==> src/include/apb_sub_consts.svh <==
// ------------------------------
// Fixed slot map and ALUT layout, so slot ranges change only here
// Word access only, offsets decoded on address bits 3:0
// ------------------------------
`ifndef APB_SUB_CONSTS_SVH
`define APB_SUB_CONSTS_SVH

// Bus widths
`define APB_AW 32
`define APB_DW 32

// Number of APB slots, ALUT plus four MACs
`define SLOT_COUNT 5

// Inclusive 64 KB slot ranges
`define SLOT0_BASE 32'h00A0_0000
`define SLOT0_LAST 32'h00A0_FFFF
`define SLOT1_BASE 32'h00A1_0000
`define SLOT1_LAST 32'h00A1_FFFF
`define SLOT2_BASE 32'h00A2_0000
`define SLOT2_LAST 32'h00A2_FFFF
`define SLOT3_BASE 32'h00A3_0000
`define SLOT3_LAST 32'h00A3_FFFF
`define SLOT4_BASE 32'h00A4_0000
`define SLOT4_LAST 32'h00A4_FFFF

// ALUT register offsets
`define ALUT_KEY_OFS  4'h0
`define ALUT_PORT_OFS 4'h4
`define ALUT_CMD_OFS  4'h8
`define ALUT_STAT_OFS 4'hC

// ALUT table shape
`define ALUT_DEPTH 8
`define ALUT_PW    3

`endif

==> src/logic/apb_sub_pkg.sv <==
// ------------------------------
// Types shared by bridge and ALUT
// ------------------------------
package apb_sub_pkg;

   // Bridge FSM
   // IDLE waits for an address phase, ERR1/ERR2 form the AHB error response
   typedef enum logic [2:0] {
      IDLE   = 3'd0,
      SETUP  = 3'd1,
      ACCESS = 3'd2,
      DONE   = 3'd3,
      ERR1   = 3'd4,
      ERR2   = 3'd5
   } bridge_state_t;

   // ALUT command codes as written to CMD bits 2:0
   typedef enum logic [2:0] {
      NOP    = 3'd0,
      ADD    = 3'd1,
      LOOKUP = 3'd2,
      DELETE = 3'd3,
      CLEAR  = 3'd4
   } alut_cmd_t;

endpackage

==> src/logic/apb_bus_if.sv <==
`timescale 1ns/1ps
// ------------------------------
// Shared APB request lines only
// psel and the return path stay per slot
// ------------------------------
`include "apb_sub_consts.svh"

interface apb_bus_if;

   // Request driven by the bridge
   logic [`APB_AW-1:0] paddr;
   logic               pwrite;
   logic [`APB_DW-1:0] pwdata;
   logic               penable;

   // Bridge side drives the request
   modport bridge (
      output paddr,
      output pwrite,
      output pwdata,
      output penable
   );

   // Decoder and ALUT only observe it
   modport slave (
      input paddr,
      input pwrite,
      input pwdata,
      input penable
   );

endinterface

==> src/logic/ahb_apb_bridge.sv <==
`timescale 1ns/1ps
// ------------------------------
// Single beats only, bursts split into separate transfers
// APB shares hclk, hsize/hprot/hburst not supported
// ------------------------------
`include "apb_sub_consts.svh"

module ahb_apb_bridge
   import apb_sub_pkg::*;
(
   input  logic               hclk,
   input  logic               rst,
   // AHB-lite slave side
   input  logic               hsel,
   input  logic [`APB_AW-1:0] haddr,
   input  logic [1:0]         htrans,
   input  logic               hwrite,
   input  logic [`APB_DW-1:0] hwdata,
   input  logic               hready_in,
   output logic [`APB_DW-1:0] hrdata,
   output logic               hready,
   output logic [1:0]         hresp,
   // APB request bus
   apb_bus_if.bridge          bus,
   // Decoder handshake
   output logic               psel_req,
   input  logic               map_hit,
   input  logic [`APB_DW-1:0] sel_rdata,
   input  logic               sel_ready
);

   localparam logic [1:0] HRESP_OKAY  = 2'b00;
   localparam logic [1:0] HRESP_ERROR = 2'b01;

   bridge_state_t      state;
   bridge_state_t      state_nxt;
   logic               accept;
   logic [`APB_AW-1:0] addr_q;
   logic               write_q;
   logic [`APB_DW-1:0] wdata_q;
   logic [`APB_DW-1:0] rdata_q;

   // ------------------------------
   // AHB address phase
   // ------------------------------

   // NONSEQ or SEQ beat while the bus and this slave are ready
   // BUSY and IDLE fail the htrans[1] test
   assign accept = hsel & htrans[1] & hready_in & hready;

   // Only IDLE, DONE and ERR2 present hready high
   assign hready = (state == IDLE) || (state == DONE) || (state == ERR2);
   assign hresp  = ((state == ERR1) || (state == ERR2)) ? HRESP_ERROR : HRESP_OKAY;
   assign hrdata = rdata_q;

   // ------------------------------
   // FSM
   // ------------------------------
   always_comb begin
      state_nxt = state;
      case (state)
         IDLE, DONE, ERR2: begin
            // Back to back beat can start straight from DONE or ERR2
            if (accept) begin
               if (map_hit) begin
                  state_nxt = SETUP;
               end else begin
                  state_nxt = ERR1;
               end
            end else begin
               state_nxt = IDLE;
            end
         end
         SETUP: begin
            state_nxt = ACCESS;
         end
         ACCESS: begin
            // Wait states from the selected slot
            if (sel_ready) begin
               state_nxt = DONE;
            end
         end
         ERR1: begin
            state_nxt = ERR2;
         end
         default: begin
            state_nxt = IDLE;
         end
      endcase
   end

   always_ff @(posedge hclk) begin
      if (rst) begin
         state   <= IDLE;
         addr_q  <= '0;
         write_q <= 1'b0;
      end else begin
         state <= state_nxt;
         // Address and direction held for the whole APB transfer
         if (accept) begin
            addr_q  <= haddr;
            write_q <= hwrite;
         end
      end
   end

   // Data holding registers
   always_ff @(posedge hclk) begin
      // hwdata is valid in the AHB data phase, which is SETUP
      if (state == SETUP) begin
         wdata_q <= hwdata;
      end
      // Read data shown during DONE
      if ((state == ACCESS) && sel_ready && !write_q) begin
         rdata_q <= sel_rdata;
      end
   end

   // ------------------------------
   // APB request
   // ------------------------------

   // psel only in SETUP and ACCESS
   assign psel_req = (state == SETUP) || (state == ACCESS);
   assign bus.penable = (state == ACCESS);
   assign bus.pwrite  = write_q;

   // Live haddr during acceptance so the decoder resolves map_hit that cycle
   // psel is low then, so no slave sees the change
   assign bus.paddr = accept ? haddr : addr_q;

   // Pass hwdata straight through in SETUP, then hold it
   assign bus.pwdata = (state == SETUP) ? hwdata : wdata_q;

endmodule

==> src/logic/alut_regs.sv <==
`timescale 1ns/1ps
// ------------------------------
// Flags hit/full reflect the last command only
// Offsets alias every 16 bytes, writes ignored while busy
// ------------------------------
`include "apb_sub_consts.svh"

module alut_regs
   import apb_sub_pkg::*;
(
   input  logic               hclk,
   input  logic               rst,
   apb_bus_if.slave           bus,
   input  logic               psel,
   output logic [`APB_DW-1:0] prdata
);

   localparam int IW = $clog2(`ALUT_DEPTH);

   // Software registers
   logic [`APB_DW-1:0]  key_q;
   logic [`ALUT_PW-1:0] port_q;
   alut_cmd_t           cmd_q;
   logic                busy_q;
   logic                hit_q;
   logic                full_q;
   logic [`ALUT_PW-1:0] res_port_q;
   // Table
   logic [`ALUT_DEPTH-1:0] valid_q;
   logic [`APB_DW-1:0]     keys_q  [`ALUT_DEPTH];
   logic [`ALUT_PW-1:0]    ports_q [`ALUT_DEPTH];
   // Scan state
   logic [IW-1:0] idx_q;
   logic          matched_q;
   logic          free_found_q;
   logic [IW-1:0] free_idx_q;
   // Decode
   logic          wr_en;
   alut_cmd_t     cmd_in;
   logic          cmd_start;
   logic          cur_match;
   logic          cur_free;
   logic          last;
   logic          mem_we;
   logic [IW-1:0] mem_idx;
   logic          add_full;

   assign wr_en  = psel & bus.penable & bus.pwrite;
   assign cmd_in = alut_cmd_t'(bus.pwdata[2:0]);
   // NOP and unknown codes do not start a scan
   assign cmd_start = wr_en && !busy_q && (bus.paddr[3:0] == `ALUT_CMD_OFS) &&
                      (cmd_in inside {ADD, LOOKUP, DELETE, CLEAR});

   // Entry under the scan pointer
   assign cur_match = valid_q[idx_q] && (keys_q[idx_q] == key_q);
   assign cur_free  = !valid_q[idx_q];
   assign last      = (idx_q == IW'(`ALUT_DEPTH - 1));

   // ------------------------------
   // ADD write decision
   // ------------------------------
   always_comb begin
      mem_we   = 1'b0;
      mem_idx  = idx_q;
      add_full = 1'b0;
      if (busy_q && (cmd_q == ADD) && !matched_q) begin
         if (cur_match) begin
            // Existing key gets the new port in place
            mem_we = 1'b1;
         end else if (last) begin
            // End of scan, lowest free slot wins
            if (free_found_q) begin
               mem_we  = 1'b1;
               mem_idx = free_idx_q;
            end else if (cur_free) begin
               mem_we = 1'b1;
            end else begin
               add_full = 1'b1;
            end
         end
      end
   end

   // Key and port storage
   always_ff @(posedge hclk) begin
      if (mem_we) begin
         keys_q[mem_idx]  <= key_q;
         ports_q[mem_idx] <= port_q;
      end
   end

   // ------------------------------
   // Registers and scan engine
   // ------------------------------
   always_ff @(posedge hclk) begin
      if (rst) begin
         key_q        <= '0;
         port_q       <= '0;
         cmd_q        <= NOP;
         busy_q       <= 1'b0;
         hit_q        <= 1'b0;
         full_q       <= 1'b0;
         res_port_q   <= '0;
         valid_q      <= '0;
         idx_q        <= '0;
         matched_q    <= 1'b0;
         free_found_q <= 1'b0;
         free_idx_q   <= '0;
      end else if (!busy_q) begin
         if (wr_en && (bus.paddr[3:0] == `ALUT_KEY_OFS)) begin
            key_q <= bus.pwdata;
         end
         if (wr_en && (bus.paddr[3:0] == `ALUT_PORT_OFS)) begin
            port_q <= bus.pwdata[`ALUT_PW-1:0];
         end
         // Busy from the next cycle on
         if (cmd_start) begin
            cmd_q        <= cmd_in;
            busy_q       <= 1'b1;
            idx_q        <= '0;
            matched_q    <= 1'b0;
            free_found_q <= 1'b0;
            hit_q        <= 1'b0;
            full_q       <= 1'b0;
         end
      end else begin
         case (cmd_q)
            ADD: begin
               if (cur_match) begin
                  matched_q <= 1'b1;
               end
               if (cur_free && !free_found_q) begin
                  free_found_q <= 1'b1;
                  free_idx_q   <= idx_q;
               end
               if (mem_we) begin
                  valid_q[mem_idx] <= 1'b1;
               end
               if (add_full) begin
                  full_q <= 1'b1;
               end
            end
            LOOKUP: begin
               if (cur_match) begin
                  hit_q      <= 1'b1;
                  res_port_q <= ports_q[idx_q];
               end
            end
            DELETE: begin
               if (cur_match) begin
                  valid_q[idx_q] <= 1'b0;
               end
            end
            default: begin
               // CLEAR in one cycle, flags already low from the start
               valid_q <= '0;
            end
         endcase
         idx_q <= idx_q + 1'b1;
         if (last || (cmd_q == CLEAR)) begin
            busy_q <= 1'b0;
         end
      end
   end

   // Read mux
   // STATUS bit 0 busy, bit 1 hit, bit 2 full, bits 6:4 result port
   always_comb begin
      case (bus.paddr[3:0])
         `ALUT_KEY_OFS:  prdata = key_q;
         `ALUT_PORT_OFS: prdata = {{(`APB_DW - `ALUT_PW){1'b0}}, port_q};
         `ALUT_CMD_OFS:  prdata = {{(`APB_DW - 3){1'b0}}, cmd_q};
         `ALUT_STAT_OFS: prdata = {{(`APB_DW - 7){1'b0}}, res_port_q, 1'b0,
                                   full_q, hit_q, busy_q};
         default:        prdata = '0;
      endcase
   end

endmodule

==> src/logic/apb_slot_decoder.sv <==
`timescale 1ns/1ps
// ------------------------------
// Fixed five slot map, slot 0 is always ready
// ------------------------------
`include "apb_sub_consts.svh"

module apb_slot_decoder (
   apb_bus_if.slave                 bus,
   input  logic                     psel_req,
   output logic                     map_hit,
   output logic [`SLOT_COUNT-1:0]   slot_sel,
   // Return path from the slots
   input  logic [`APB_DW-1:0]       alut_rdata,
   input  logic [`APB_DW-1:0]       prdata_mac0,
   input  logic [`APB_DW-1:0]       prdata_mac1,
   input  logic [`APB_DW-1:0]       prdata_mac2,
   input  logic [`APB_DW-1:0]       prdata_mac3,
   input  logic                     pready_mac0,
   input  logic                     pready_mac1,
   input  logic                     pready_mac2,
   input  logic                     pready_mac3,
   output logic [`APB_DW-1:0]       sel_rdata,
   output logic                     sel_ready
);

   // Slot ranges, index equals slot number
   localparam logic [`SLOT_COUNT-1:0][`APB_AW-1:0] SLOT_BASE = {
      `SLOT4_BASE, `SLOT3_BASE, `SLOT2_BASE, `SLOT1_BASE, `SLOT0_BASE
   };
   localparam logic [`SLOT_COUNT-1:0][`APB_AW-1:0] SLOT_LAST = {
      `SLOT4_LAST, `SLOT3_LAST, `SLOT2_LAST, `SLOT1_LAST, `SLOT0_LAST
   };

   logic [`SLOT_COUNT-1:0]              hit;
   logic [`SLOT_COUNT-1:0][`APB_DW-1:0] rdata_arr;
   logic [`SLOT_COUNT-1:0]              ready_arr;

   // Range compare per slot
   always_comb begin
      for (int i = 0; i < `SLOT_COUNT; i++) begin
         hit[i] = (bus.paddr >= SLOT_BASE[i]) && (bus.paddr <= SLOT_LAST[i]);
      end
   end

   // Ranges are disjoint so hit is one-hot or zero
   assign map_hit  = |hit;
   assign slot_sel = psel_req ? hit : '0;

   // ALUT never stalls
   assign rdata_arr = {prdata_mac3, prdata_mac2, prdata_mac1, prdata_mac0, alut_rdata};
   assign ready_arr = {pready_mac3, pready_mac2, pready_mac1, pready_mac0, 1'b1};

   // Return mux on the gated select
   always_comb begin
      sel_rdata = '0;
      sel_ready = 1'b0;
      for (int i = 0; i < `SLOT_COUNT; i++) begin
         if (slot_sel[i]) begin
            sel_rdata = rdata_arr[i];
            sel_ready = ready_arr[i];
         end
      end
   end

endmodule

==> src/logic/apb_subsystem.sv <==
`timescale 1ns/1ps
// ------------------------------
// APB runs on hclk, MAC blocks share the request lines
// ------------------------------
`include "apb_sub_consts.svh"

module apb_subsystem (
   // AHB-lite slave port
   input  logic               hclk,
   input  logic               rst,
   input  logic               hsel,
   input  logic [`APB_AW-1:0] haddr,
   input  logic [1:0]         htrans,
   input  logic               hwrite,
   input  logic [`APB_DW-1:0] hwdata,
   input  logic               hready_in,
   output logic [`APB_DW-1:0] hrdata,
   output logic               hready,
   output logic [1:0]         hresp,
   // Shared APB request
   output logic [`APB_AW-1:0] paddr,
   output logic               pwrite,
   output logic               penable,
   output logic [`APB_DW-1:0] pwdata,
   // MAC slots 1 to 4
   output logic               psel_mac0,
   output logic               psel_mac1,
   output logic               psel_mac2,
   output logic               psel_mac3,
   input  logic [`APB_DW-1:0] prdata_mac0,
   input  logic [`APB_DW-1:0] prdata_mac1,
   input  logic [`APB_DW-1:0] prdata_mac2,
   input  logic [`APB_DW-1:0] prdata_mac3,
   input  logic               pready_mac0,
   input  logic               pready_mac1,
   input  logic               pready_mac2,
   input  logic               pready_mac3
);

   apb_bus_if apb ();

   logic                   psel_req;
   logic                   map_hit;
   logic [`SLOT_COUNT-1:0] slot_sel;
   logic [`APB_DW-1:0]     alut_rdata;
   logic [`APB_DW-1:0]     sel_rdata;
   logic                   sel_ready;

   ahb_apb_bridge u_bridge (
      .hclk      (hclk),
      .rst       (rst),
      .hsel      (hsel),
      .haddr     (haddr),
      .htrans    (htrans),
      .hwrite    (hwrite),
      .hwdata    (hwdata),
      .hready_in (hready_in),
      .hrdata    (hrdata),
      .hready    (hready),
      .hresp     (hresp),
      .bus       (apb.bridge),
      .psel_req  (psel_req),
      .map_hit   (map_hit),
      .sel_rdata (sel_rdata),
      .sel_ready (sel_ready)
   );

   apb_slot_decoder u_decoder (
      .bus         (apb.slave),
      .psel_req    (psel_req),
      .map_hit     (map_hit),
      .slot_sel    (slot_sel),
      .alut_rdata  (alut_rdata),
      .prdata_mac0 (prdata_mac0),
      .prdata_mac1 (prdata_mac1),
      .prdata_mac2 (prdata_mac2),
      .prdata_mac3 (prdata_mac3),
      .pready_mac0 (pready_mac0),
      .pready_mac1 (pready_mac1),
      .pready_mac2 (pready_mac2),
      .pready_mac3 (pready_mac3),
      .sel_rdata   (sel_rdata),
      .sel_ready   (sel_ready)
   );

   // Slot 0
   alut_regs u_alut (
      .hclk   (hclk),
      .rst    (rst),
      .bus    (apb.slave),
      .psel   (slot_sel[0]),
      .prdata (alut_rdata)
   );

   // Request lines out to the MAC blocks
   assign paddr   = apb.paddr;
   assign pwrite  = apb.pwrite;
   assign penable = apb.penable;
   assign pwdata  = apb.pwdata;

   // Slot n+1 is MAC n
   assign psel_mac0 = slot_sel[1];
   assign psel_mac1 = slot_sel[2];
   assign psel_mac2 = slot_sel[3];
   assign psel_mac3 = slot_sel[4];

endmodule

==> config.mk <==
export PLATFORM = sky130hd
export DESIGN_NAME = apb_subsystem
export DESIGN_NICKNAME = d
export VERILOG_FILES = /design/src/logic/apb_sub_pkg.sv /design/src/logic/apb_bus_if.sv /design/src/logic/ahb_apb_bridge.sv /design/src/logic/alut_regs.sv /design/src/logic/apb_slot_decoder.sv /design/src/logic/apb_subsystem.sv
export VERILOG_INCLUDE_DIRS = /design/src /design/src/include
export SDC_FILE = /design/constraint.sdc
export NUM_CORES = 1
export LEC_CHECK = 0
export BUFFER_PORTS_ARGS = -buffer_cell sky130_fd_sc_hd__buf_4
export CAP_MARGIN = 5
export CELL_PAD_IN_SITES_DETAIL_PLACEMENT = 1
export CELL_PAD_IN_SITES_GLOBAL_PLACEMENT = 2
export CORE_ASPECT_RATIO = 0.9
export CORE_UTILIZATION = 39
export DETAILED_ROUTE_END_ITERATION = 7
export PLACE_DENSITY_LB_ADDON = 0.2
export SLEW_MARGIN = 20
export SYNTH_ARGS = -nofsm -noshare
export SYNTH_HDL_FRONTEND = slang
export SYNTH_SLANG_ARGS = --single-unit
export TNS_END_PERCENT = 10
==> constraint.sdc <==
create_clock -name hclk -period 6.85 [get_ports hclk]
set_input_delay 1.37 -clock hclk [delete_from_list [all_inputs] [get_ports hclk]]
set_output_delay 1.37 -clock hclk [all_outputs]
set_load 0.01 [all_outputs]
Word-level counts from Yosys, hierarchy flattened:

Memories as Yosys holds them, arrays and structs flattened. A register that Yosys moved wholly into a read port is not among the register bits.
Index checks and enable logic that the tools add are counted.
Widths: inputs -> output; s select.

* bits in registers: 157
* latch bits: 0
* bits in writable memories: 280
* ROM bits: 0
* output and inout bits: 105
* logic and storage cells: 176
* memories: 2

Memories
* u_alut.keys_q: depth 8, bits a word 32, rd ports 1, clocked after Yosys merged registers in 1, write ports 1, line alut_regs.sv:30 `` logic [`APB_DW-1:0] keys_q [`ALUT_DEPTH]; ``
* u_alut.ports_q: depth 8, bits a word 3, rd ports 1, clocked after Yosys merged registers in 1, write ports 1, line alut_regs.sv:31 `` logic [`ALUT_PW-1:0] ports_q [`ALUT_DEPTH]; ``

* add/subtract/negate cells: 1
* $mul: 0
* div/mod/pow operators: 0
* $lt $le $gt $ge: 14
* equal/unequal tests: 26
* shift operators: 0
* mux-type cells: 63
* bitwise logic cells: 10
* reduce and logical (&&, ||, !) cells: 44

Operators by type and width (number)
* $mux 32: 7
* $ge 32x24->1 const B: 5
* $le 32x24->1 const B: 5
* $pmux 32 s4: 1
* $mux 1: 36
* $mux 3: 11
* $eq 32x32->1: 1
* $pmux 8 s3: 1
* $eq 3x2->1 const B: 6
* $logic_and 1x1->1: 18
* $reduce_and 3->1: 6
* $mux 8: 2
* $eq 3x3->1 const B: 5
* $ne 2x2->1 const B: 6
* $pmux 3 s4: 1
* $eq 3x1->1 const B: 3
* $and 8x8->8: 1
* $eq 4x4->1 const B: 2
* $lt 3x4->1 const B: 2
* $not 8->8: 1
* $or 8x8->8: 1
* $demux 1 s3: 2
* $ge 3x1->1 const B: 2
* $reduce_and 2->1: 3
* 16 further kinds: 30

Longest topological paths before layout:

Gate-level depths: netlist of the first run.

* depth in word-level cells: 17
* mapped depth: 14
* mapped depth without buffers: 10

Modules after synthesis:

Synthesis of the first run repeated with hierarchy kept, for this count alone.

* cells, all modules: 1500
* area, all modules: 20302.0 um^2

Modules (own cells, without submodules)
* alut_regs: times used 1, cells each 917, area an instance 14137.3 um^2, sequential area each 9669.3 um^2
* ahb_apb_bridge: times used 1, cells each 311, area an instance 4083.9 um^2, sequential area each 2322.2 um^2
* apb_slot_decoder: times used 1, cells each 272, area an instance 2080.7 um^2, sequential area each 0.0 um^2

Least setup slack after synthesis of the first run:

OpenSTA, ideal clock, no wires.

* path kind: flip-flop to flip-flop
* start point: reg with a tool-made name
* end point: mem u_alut.keys_q[5][0] (netlist bit) (enable)
* data arrival time: 5794 ps
* data required time: 6372 ps
* slack: 577 ps
* stages on the path, launching flop included: 13
* path buffers: 3
* path through: dfxtp_1 > buf_2 > buf_2 > mux4_2 > mux2i_1 > xnor2_1 > nor4_1 > nand4_1 > or4_4 > nand4_2 > buf_4 > mux2i_1 > nor3b_1

RTL lines (line)
* end, declared: alut_regs.sv:30

Worst setup path after layout of the first run:

* start point: in hready_in
* end point: out psel_mac3

* longest elaborated chain between the ends: 6

RTL lines
* start, declared: line apb_subsystem.sv:16 `input logic hready_in,`
* $and 1x1->1 * (2 in a row): line ahb_apb_bridge.sv:49 `assign accept = hsel & htrans[1] & hready_in & hready;`
* $mux 32 *: line ahb_apb_bridge.sv:130 `assign bus.paddr = accept ? haddr : addr_q;`
* $ge 32x24->1 or $le 32x24->1 (tied branches): line apb_slot_decoder.sv:41 `hit[i] = (bus.paddr >= SLOT_BASE[i]) && (bus.paddr <= SLOT_LAST[i]);`
* $logic_and 1x1->1 *: line apb_slot_decoder.sv:41
* $mux 5 *: line apb_slot_decoder.sv:47 `assign slot_sel = psel_req ? hit : '0;`
* end, declared: line apb_subsystem.sv:29 `output logic psel_mac3,`

Mark *: on every way between the ends. The rest lies on a longest branch, timed or not.

==> flow_summary.ini, run 1 <==
[outcome]
status = finished clean

[cells_and_area]
post-route-util_pct = 50.0
area_growth_pct = 26.4
final_nets = 1784
fill_cells = 4635
multi_input_area_um2 = 6160
regArea_um2 = 12000
drive_gt1_share_pct = 36.4
stdcell_count = 2237

[global_routing]
grt_use_total_pct = 24.1
grt_util_met2_pct = 38.6
gr-max-usage-layer = met2
met3_usage_pct = 6.76
grt_pass1_vias = 12900
grt_first_pass_wirelength_mm = 85.8
use_met1_pct = 32.2
antenna_found_initial = 5
grt-ovfl-total = 0
grt_max_degree = 69

[critical_path]
slowest_stage = a211oi_4
crit_type = input pin to output port
crit_path_frequent_cell = buf_4
cp_cell_sequence = buf_4, nand3_1, a211oi_4, buf_4, mux2i_1, nand3_1, or3_1, inv_1, buf_4
worstPathRequired_ns = 5.48
crit_buf_inv = 4
crit_family = simple AND/OR/NAND/NOR gates
critPathMaxStageDelay_ns = 0.73
endpoint_kind = output port
worstPathArrival_ns = 4.37
reg2reg_slack_ns = 1.11
critPathMaxFanout = 14
reg2reg_depth = 11
crit_path_start_kind = input pin
r2r-end = u_alut.keys_q[1][24]$_DFFE_PP_

[placed_design]
portBuffers = 305
place_hpwl_mm = 39.8
gp_congestion = 0.845
dp_cells = 2145

[logic_synthesis]
synth-edff-count = 312
synthXorXnorAreaFrac_pct = 1.42
yosys.area_share.simple_pct = 7.81
synthDominantCellAreaShare_pct = 50.8
ys_seq_area_share_pct = 65.0
synthArstFlopShare_pct = 0
synthCells = 1256
synth_compound_area_share_pct = 7.11
yosys_warnings = 0
synth_top_area_cell = edfxtp_1
yosys-top-cells-area = edfxtp_1, dfxtp_1, mux4_2
synthMuxAreaShare_pct = 16.5
ys_ff_latch = 443
synth_cell_types = 63
syn_nets = 1461
synth_top_family_by_area = multiplexers
yosysMostFrequentCell = edfxtp_1
syn_area_um2 = 18500
syn_area_per_cell_um2 = 14.7
netlist_top_cells_count = edfxtp_1, dfxtp_1, nor2_1, mux2i_1, mux2_2
synth-adder-area-share_pct = 0.136
yosys_most_used_dff = edfxtp_1

[floorplan]
fp.dieW_um = 231
initial_utilization_pct = 39.6
dieArea_um2 = 48200
die-height_um = 208
num_io_pins = 308
rows = 75
coreArea_um2 = 46600

[pwr]
vdd_drop_max_mv = 0.163
power_density_nw_per_um2 = 273
power.total_uw = 6360
p_leak_uw = 0.00817

[clocking]
post_cts_resized = 0
postCtsSetupBuffers = 0
cts_tree = built
clock_latency_ns = 0.58
cts-root-buf = clkbuf_16
cts_num_sinks = 443
cts_hold_buf = 0
cts-buffers-inserted = 48
clk_pin_slew_worst_paths_ns = 0.06
htree_levels = 2
clockBufferDepth = 3

[timing]
drv_slew = 0
finalSetupTns_ns = 0
tightest_slew_ns = 0.918
rsz0062_at_grt = no
clock-skew-final_ns = 0.0171
max_slew_margin_pct = 37.0
max_freq_mhz = 174
min_period_over_period_pct = 83.8
hold_viol_final = 0
holdWs_ns = 0.489
period_needed_ns = 5.74
setup_viol = 0

[drt]
drt_iter0_drc = 905
drc = 0
drtAntennaViolNets = 0
drt-total-wl_mm = 58.0
wl_per_cell_um = 25.9
first_pass_iters = 8
vias_per_cell = 5.51
vias = 12300

[worst_hold_path]
hp-start = u_alut.valid_q[0]$_SDFFE_PP0P_
whs_endpoint = u_alut.valid_q[0]$_SDFFE_PP0P_
hp-class = flip-flop to flip-flop
hold_path_depth = 2

[flow_run]
maxCapViolations = 0
## cell type report
type / count / share of cell area [%]
Clock inverter: 27 / 1.37
Multi-Input combinational cell: 729 / 26.4
Timing Repair Buffer: 343 / 11.4
Clock buffer: 63 / 5.88
Tap cell: 616 / 3.30
Inverter: 14 / 0.225
Antenna cell: 2 / 0.0214
Sequential cell: 443 / 51.4
## kinds of logic after synthesis
family / count (synthesis)
adder cells (fa/ha/maj): 2
AO/OA/AOI/OAI: 181
AND/OR/NAND/NOR: 285
flip-flops: 443
buffers and inverters: 84
multiplexers: 230
XOR/XNOR: 30
other: 1
## per-stage QoR
| step | cell area, um2 | setup slack [ns] |
|---|---|---|
| finish | 23300 | 1.11 |
| global route | 23300 | 0.810 |
| CTS | 23300 | 1.07 |
| detailed placement | 21600 | 1.04 |
| global placement | 21600 | 1.04 |
| floorplan | 18500 | 0.577 |
## state kept, by name, indices dropped and copies added (netlist names), 3 cells and up, named ones only
name               cells
u_alut.cmd_q           3
u_alut.free_idx_q      3
u_alut.idx_q           3
u_alut.key_q          32
u_alut.keys_q        256
u_alut.port_q          3
u_alut.ports_q        24
u_alut.res_port_q      3
u_alut.valid_q         8
u_bridge.addr_q       32
u_bridge.hrdata       32
u_bridge.state         3
u_bridge.wdata_q      32
## how the worst max path moves through the flow
stage               from                        endpoint  slack, ns  depth (start not counted)
3_5_place_dp   hready_in   u_bridge.hrdata[18]$_DFFE_PP_       1.04                         13
2_1_floorplan  flip-flop   u_alut.keys_q[5][0]$_DFFE_PP_       0.58                         12
6_report       hready_in                       psel_mac3       1.11                          9
4_1_cts        flip-flop  u_alut.keys_q[1][24]$_DFFE_PP_       1.07                         11
5_1_grt        flip-flop  u_alut.keys_q[1][24]$_DFFE_PP_       0.81                         11
3_3_place_gp   hready_in   u_bridge.hrdata[17]$_DFFE_PP_       1.04                         13
## where the power goes
group	internal [uW]	switching (uW)	leakage [uW]	total, uW
sequential	2940	28.4	0.00349	2970
combinational	318	316	0.00385	634
clock	1680	1090	0.000837	2770
total	4930	1430	0.00817	6360
## worst reg2reg max path, cell delays in order (launching register included)
cell	delay [ns]
dfxtp_2	0.86
buf_4	0.47
mux4_2	0.55
mux2i_1	0.23
xor2_1	0.17
nand4_1	0.14
or4_1	0.44
or4_4	0.66
nand4_2	0.39
mux2i_1	0.83
and3_2	0.37
buf_12	0.25
## layer usage
layer | vias to the layer above | wire [um]
li1 | 5516 | -
met1 | 6317 | 25000
met2 | 405 | 27300
met3 | 82 | 4520
met4 | 6 | 1170
met5 | - | 38
## cell usage in the layout, fill, tap and decap left out, drive strengths merged, types with 5 or more instances in the layout
master | synthesis | final
nand3b | 10 | 10
nand4 | 6 | 6
mux4 | 51 | 51
nand2b | 9 | 9
nor3 | 27 | 27
a22oi | 13 | 13
nand3 | 8 | 8
mux2i | 94 | 94
xnor2 | 16 | 16
inv | 12 | 15
clkbuf | 37 | 63
a32o | 5 | 5
nor4 | 9 | 9
a21o | 28 | 28
edfxtp | 312 | 312
a21oi | 43 | 43
or4 | 6 | 6
a31oi | 9 | 9
nor2 | 114 | 114
mux2 | 85 | 85
and2 | 30 | 30
a222oi | 30 | 30
or3 | 6 | 6
bufinv | 0 | 7
nor3b | 5 | 5
dfxtp | 131 | 131
and3 | 8 | 8
xor2 | 14 | 14
o21ai | 15 | 15
nand2 | 35 | 35
buf | 33 | 343
clkinv | 2 | 17
o22ai | 11 | 11
(Power assumes the default switching activity.)
==> inputs of run 2 (changes only) <==
Clock period 6.85 ns to 5.9 ns, I/O delays scaled along.
==> run 2 against run 1 <==
Net effect:
- count of clock-buffer cells in the layout rose by 4
- non-clock buffer count increased by 8
- total power is 14% higher
- die area stayed put
- sequential power is 16% higher
- first-iteration DRC count grew 0.33%
- global-route usage rose by 0.25 points
- setup slack worse by 0.35 ns
- wire length increased by 1.5%
- final cell count increased by 0.36%
- combinational power rose by 18%
- sequential cell count stayed put
- largest power group unchanged
- highest routed layer is now met4
==> flow_summary.ini, run 2 (synthesis gave the netlist of run 1 again) <==
[global_routing]
grt_use_total_pct = 24.4
grt_first_pass_wirelength_mm = 86.0
grt_pass1_vias = 12900
antenna_found_initial = 4
grt_max_degree = 69
grt-ovfl-total = 0

[placed_design]
dp_cells = 2153
place_hpwl_mm = 40.8
gp_congestion = 0.872
portBuffers = 305

[clocking]
cts_hold_buf = 0
clock_latency_ns = 0.59
cts-root-buf = clkbuf_16
cts_num_sinks = 443
htree_levels = 2
cts-buffers-inserted = 47
cts_tree = built
clockBufferDepth = 3
clk_pin_slew_worst_paths_ns = 0.06
postCtsSetupBuffers = 0
post_cts_resized = 0

[drt]
drt_iter0_drc = 908
drc = 0
vias_per_cell = 5.52
drtAntennaViolNets = 0
first_pass_iters = 7
wl_per_cell_um = 26.2
drt-total-wl_mm = 58.9
vias = 12400

[critical_path]
endpoint_kind = flip-flop
crit_type = flip-flop to flip-flop
critPathMaxFanout = 27
crit_path_start_kind = flip-flop
worstPathArrival_ns = 5.41
worstPathRequired_ns = 6.17

[pwr]
clkPwrFrac_pct = 42.4
switching_share_pct = 23.2
p_leak_uw = 0.00819
vdd_drop_max_mv = 0.203
power_density_nw_per_um2 = 311
comb_power_share_pct = 10.3
switchingPower_uw = 1690
pwr-share-seq_pct = 47.3
p_int_uw = 5590
power.total_uw = 7280

[flow_run]
maxCapViolations = 0

[cells_and_area]
mostFrequentLayoutCells = buf_4, edfxtp_1, dfxtp_1
layout_commonest_cell = buf_4
stdcell_count = 2245
area_growth_pct = 26.7
drive_gt1_share_pct = 36.3
largest_reg_flops = 256
top_register = u_alut.keys_q
final_nets = 1791

[floorplan]
die-height_um = 208
dieArea_um2 = 48200
num_io_pins = 308
coreArea_um2 = 46600
initial_utilization_pct = 39.6
rows = 75
fp.dieW_um = 231

[timing]
max_slew_margin_pct = 32.1
hold_viol_final = 0
max_freq_mhz = 194
clock-skew-final_ns = 0.0244
rsz0062_at_grt = no
drv_slew = 0
min_period_over_period_pct = 87.2
period_needed_ns = 5.14
holdWs_ns = 0.491
tightest_slew_ns = 1.01
setup_viol = 0

[worst_hold_path]
hp-class = flip-flop to flip-flop

[outcome]
status = finished clean
-- run 2: per-stage QoR --
step / utilization [%] / TNS [ns] / instance area [um2] / setup slack [ns]
floorplan: - / -19.55 / 18500 / -0.373
global placement: 46.6 / 0 / 21800 / 0.795
detailed placement: 46.6 / 0 / 21800 / 0.774
CTS: 50.1 / 0 / 23400 / 0.741
global route: 50.1 / 0 / 23400 / 0.550
finish: 50.1 / 0 / 23400 / 0.758
-- run 2: worst paths after layout --
path	start	end	slack [ns]	cells after the start
min reg2reg	u_alut.hit_q$_SDFFE_PP0P_	u_alut.hit_q$_SDFFE_PP0P_	0.49	2
min	u_alut.hit_q$_SDFFE_PP0P_	u_alut.hit_q$_SDFFE_PP0P_	0.49	2
max reg2reg	flip-flop	u_alut.keys_q[1][10]$_DFFE_PP_	0.76	10
max	flip-flop	u_alut.keys_q[1][10]$_DFFE_PP_	0.76	10
-- run 2: layout make-up --
cell class,instances,area (um2)
Fill cell,4640,23300
Sequential cell,443,12000
Multi-Input combinational cell,729,6160
Timing Repair Buffer,351,2770
Clock buffer,67,1380
Tap cell,616,771
Clock inverter,20,244
Inverter,14,52.6
Antenna cell,5,12.5
-- run 2: power groups by stage --
| stage | combinational [uW] | sequential (uW) | clock, uW |
|---|---|---|---|
| floorplan | 312 | 3500 | 0 |
| global placement | 750 | 3500 | 0 |
| detailed placement | 755 | 3510 | 0 |
| CTS | 760 | 3440 | 3150 |
| global route | 787 | 3450 | 3260 |
| finish | 747 | 3440 | 3090 |
-- run 2: routing by layer --
layer	global-route usage, %	share of wire, %	up-vias
met2	38.3	47	427
met1	32.9	43	6345
met3	6.39	7.5	79
met4	7.72	2.2	0
li1	-	-	5537
met5	0	0	-
-- run 2: worst max-delay path, cell delays in order, from the launching register on --
cell and delay (ns):
dfxtp_2 0.71, mux4_2 0.59, mux2i_1 0.36, xnor2_1 0.15, or4_1 0.41, or4_1 0.54
or4_4 0.57, nand4_2 0.40, mux2i_1 0.32, and3_2 0.45, buf_12 0.26
==> inputs of run 3 (changes only) <==
Settings changed: GPL_TIMING_DRIVEN set to 0, PLACE_DENSITY_LB_ADDON 0.2 to 0.1.
==> run 3 against run 2 <==
Net effect:
- sequential cell count did not move
- maximum frequency fell by 8.4%
- hold slack got worse by 0.0010 ns
- final cell count is 2.2% higher
- global-route usage up 1.2 points
- via count up 1.6%
- clock skew decreased by 0.0058 ns
- first-iteration DRC count increased by 15%
- setup slack worse by 0.47 ns
- core utilization grew 0.24 points
- die area unchanged
- count of clock-buffer cells in the layout fell by 2
- largest cell class unchanged
- highest routed layer unchanged
==> flow_summary.ini, run 3 (synthesis gave the netlist of run 1 again) <==
[timing]
drv_slew = 0
hold_viol_final = 0
setup_viol = 0
period_needed_ns = 5.62
rsz0062_at_grt = no
max_slew_margin_pct = 35.1
tightest_slew_ns = 0.965
clock-skew-final_ns = 0.0186
min_period_over_period_pct = 95.2
max_freq_mhz = 178

[floorplan]
die-height_um = 208
num_io_pins = 308
rows = 75
fp.dieW_um = 231
dieArea_um2 = 48200
coreArea_um2 = 46600
initial_utilization_pct = 39.6

[cells_and_area]
post-route-util_pct = 50.4
area_growth_pct = 27.3
layout_commonest_cell = buf_4
multi_input_area_um2 = 6170
top_register = u_alut.keys_q
regArea_um2 = 12000
largest_reg_flops = 256
drive_gt1_share_pct = 35.4
fill_cells = 4640
final_nets = 1843
mostFrequentLayoutCells = buf_4, edfxtp_1, dfxtp_1

[drt]
drt_iter0_drc = 1046
drtAntennaViolNets = 0
drt-total-wl_mm = 61.7
wl_per_cell_um = 26.9
vias = 12600
vias_per_cell = 5.48
drc = 0
first_pass_iters = 8

[critical_path]
cp_cell_sequence = buf_2, buf_2, buf_6, clkbuf_4, mux4_2, mux2i_1, xnor2_1, nor4_2, nand4_1, or4_4, nand4_2, mux2i_2, and3_4
critPathMaxStageDelay_ns = 0.79
worstPathArrival_ns = 5.85
crit_type = flip-flop to flip-flop
reg2reg_depth = 13
slowest_stage = and3_4
worstPathRequired_ns = 6.13
crit_path_start_kind = flip-flop
crit_path_frequent_cell = buf_2
endpoint_kind = flip-flop
critPathMaxFanout = 35

[worst_hold_path]
hold_path_depth = 2
hp-start = u_alut.valid_q[0]$_SDFFE_PP0P_
hp-class = flip-flop to flip-flop

[pwr]
vdd_drop_max_mv = 0.212
power_density_nw_per_um2 = 307
p_leak_uw = 0.00825
power.total_uw = 7210

[global_routing]
grt_use_total_pct = 25.6
grt-ovfl-total = 0
grt_pass1_vias = 13500
grt_first_pass_wirelength_mm = 89.9
antenna_found_initial = 2
grt_max_degree = 36

[clocking]
cts_hold_buf = 0
cts-buffers-inserted = 48
clock_latency_ns = 0.60
cts_num_sinks = 443
clockBufferDepth = 3
cts-root-buf = clkbuf_16
clk_pin_slew_worst_paths_ns = 0.06
htree_levels = 2
cts_tree = built

[placed_design]
portBuffers = 305
gp_congestion = 0.852
place_hpwl_mm = 46.2

[outcome]
status = finished clean

[flow_run]
maxCapViolations = 0
[run 3: cell types whose count changed in the layout (fill, tap and decap cells not counted), sizes merged]
cell and delta:
buf +11, clkbuf +38, clkinv +5, clkinvlp +1, diode -4, inv -1
[run 3: through the flow]
stage          worst slack, ns  instances  setup TNS, ns  cell area (um2)  hold slack (ns)
2_1_floorplan           -0.373       1256         -19.55            18500            0.452
3_5_place_dp            -0.560       2202         -69.47            21900            0.479
5_1_grt                 0.0256       2295              0            23500            0.509
6_report                 0.284       2295              0            23500            0.490
3_3_place_gp             -5.13       2177        -813.90            21500            0.467
4_1_cts                  0.101       2293              0            23500            0.488
[run 3: repair_timing]
item                       CTS  global route
hold endpoints to repair     0             0
gates resized for setup      4             3
setup endpoints to repair  209            91
pin swaps                    0             1
setup buffers                2             1
[run 3: final cells by class]
class	count	area share, %
buffer	69	1.38
clock inverter	25	1.20
timing repair buffer	333	11.1
clock buffer	65	5.51
tap	616	3.28
inverter	14	0.224
multi-input combinational	729	26.3
sequential	443	51.0
antenna	1	0.0106
[run 3: layer usage]
layer	GRT usage, %	wire [um]
met3	5.11	3310
met2	43.1	30200
met4	5.41	952
met1	34.0	27200
met5	0	0
[run 3: path summary, 6_finish.rpt]
path | to | slack, ns
setup reg to reg | u_alut.keys_q[2][24]$_DFFE_PP_ | 0.28
hold reg to reg | u_alut.valid_q[0]$_SDFFE_PP0P_ | 0.49
hold / removal | u_alut.valid_q[0]$_SDFFE_PP0P_ | 0.49
setup / recovery | u_alut.keys_q[2][24]$_DFFE_PP_ | 0.28
[run 3: critical path, delay by kind of cell, from the launching register on]
kind / cells / cell delay [ns]
AND/OR/NAND/NOR: 5 / 2.27
flip-flops: 1 / 0.37
multiplexers: 3 / 1.23
XOR/XNOR: 1 / 0.20
buffers and inverters: 4 / 1.13
[run 3: where the power goes]
part	switching (uW)	leakage, uW	internal [uW]	total [uW]
combinational	381	0.00400	370	751
sequential	31.5	0.00348	3410	3440
clock	1290	0.000762	1730	3020
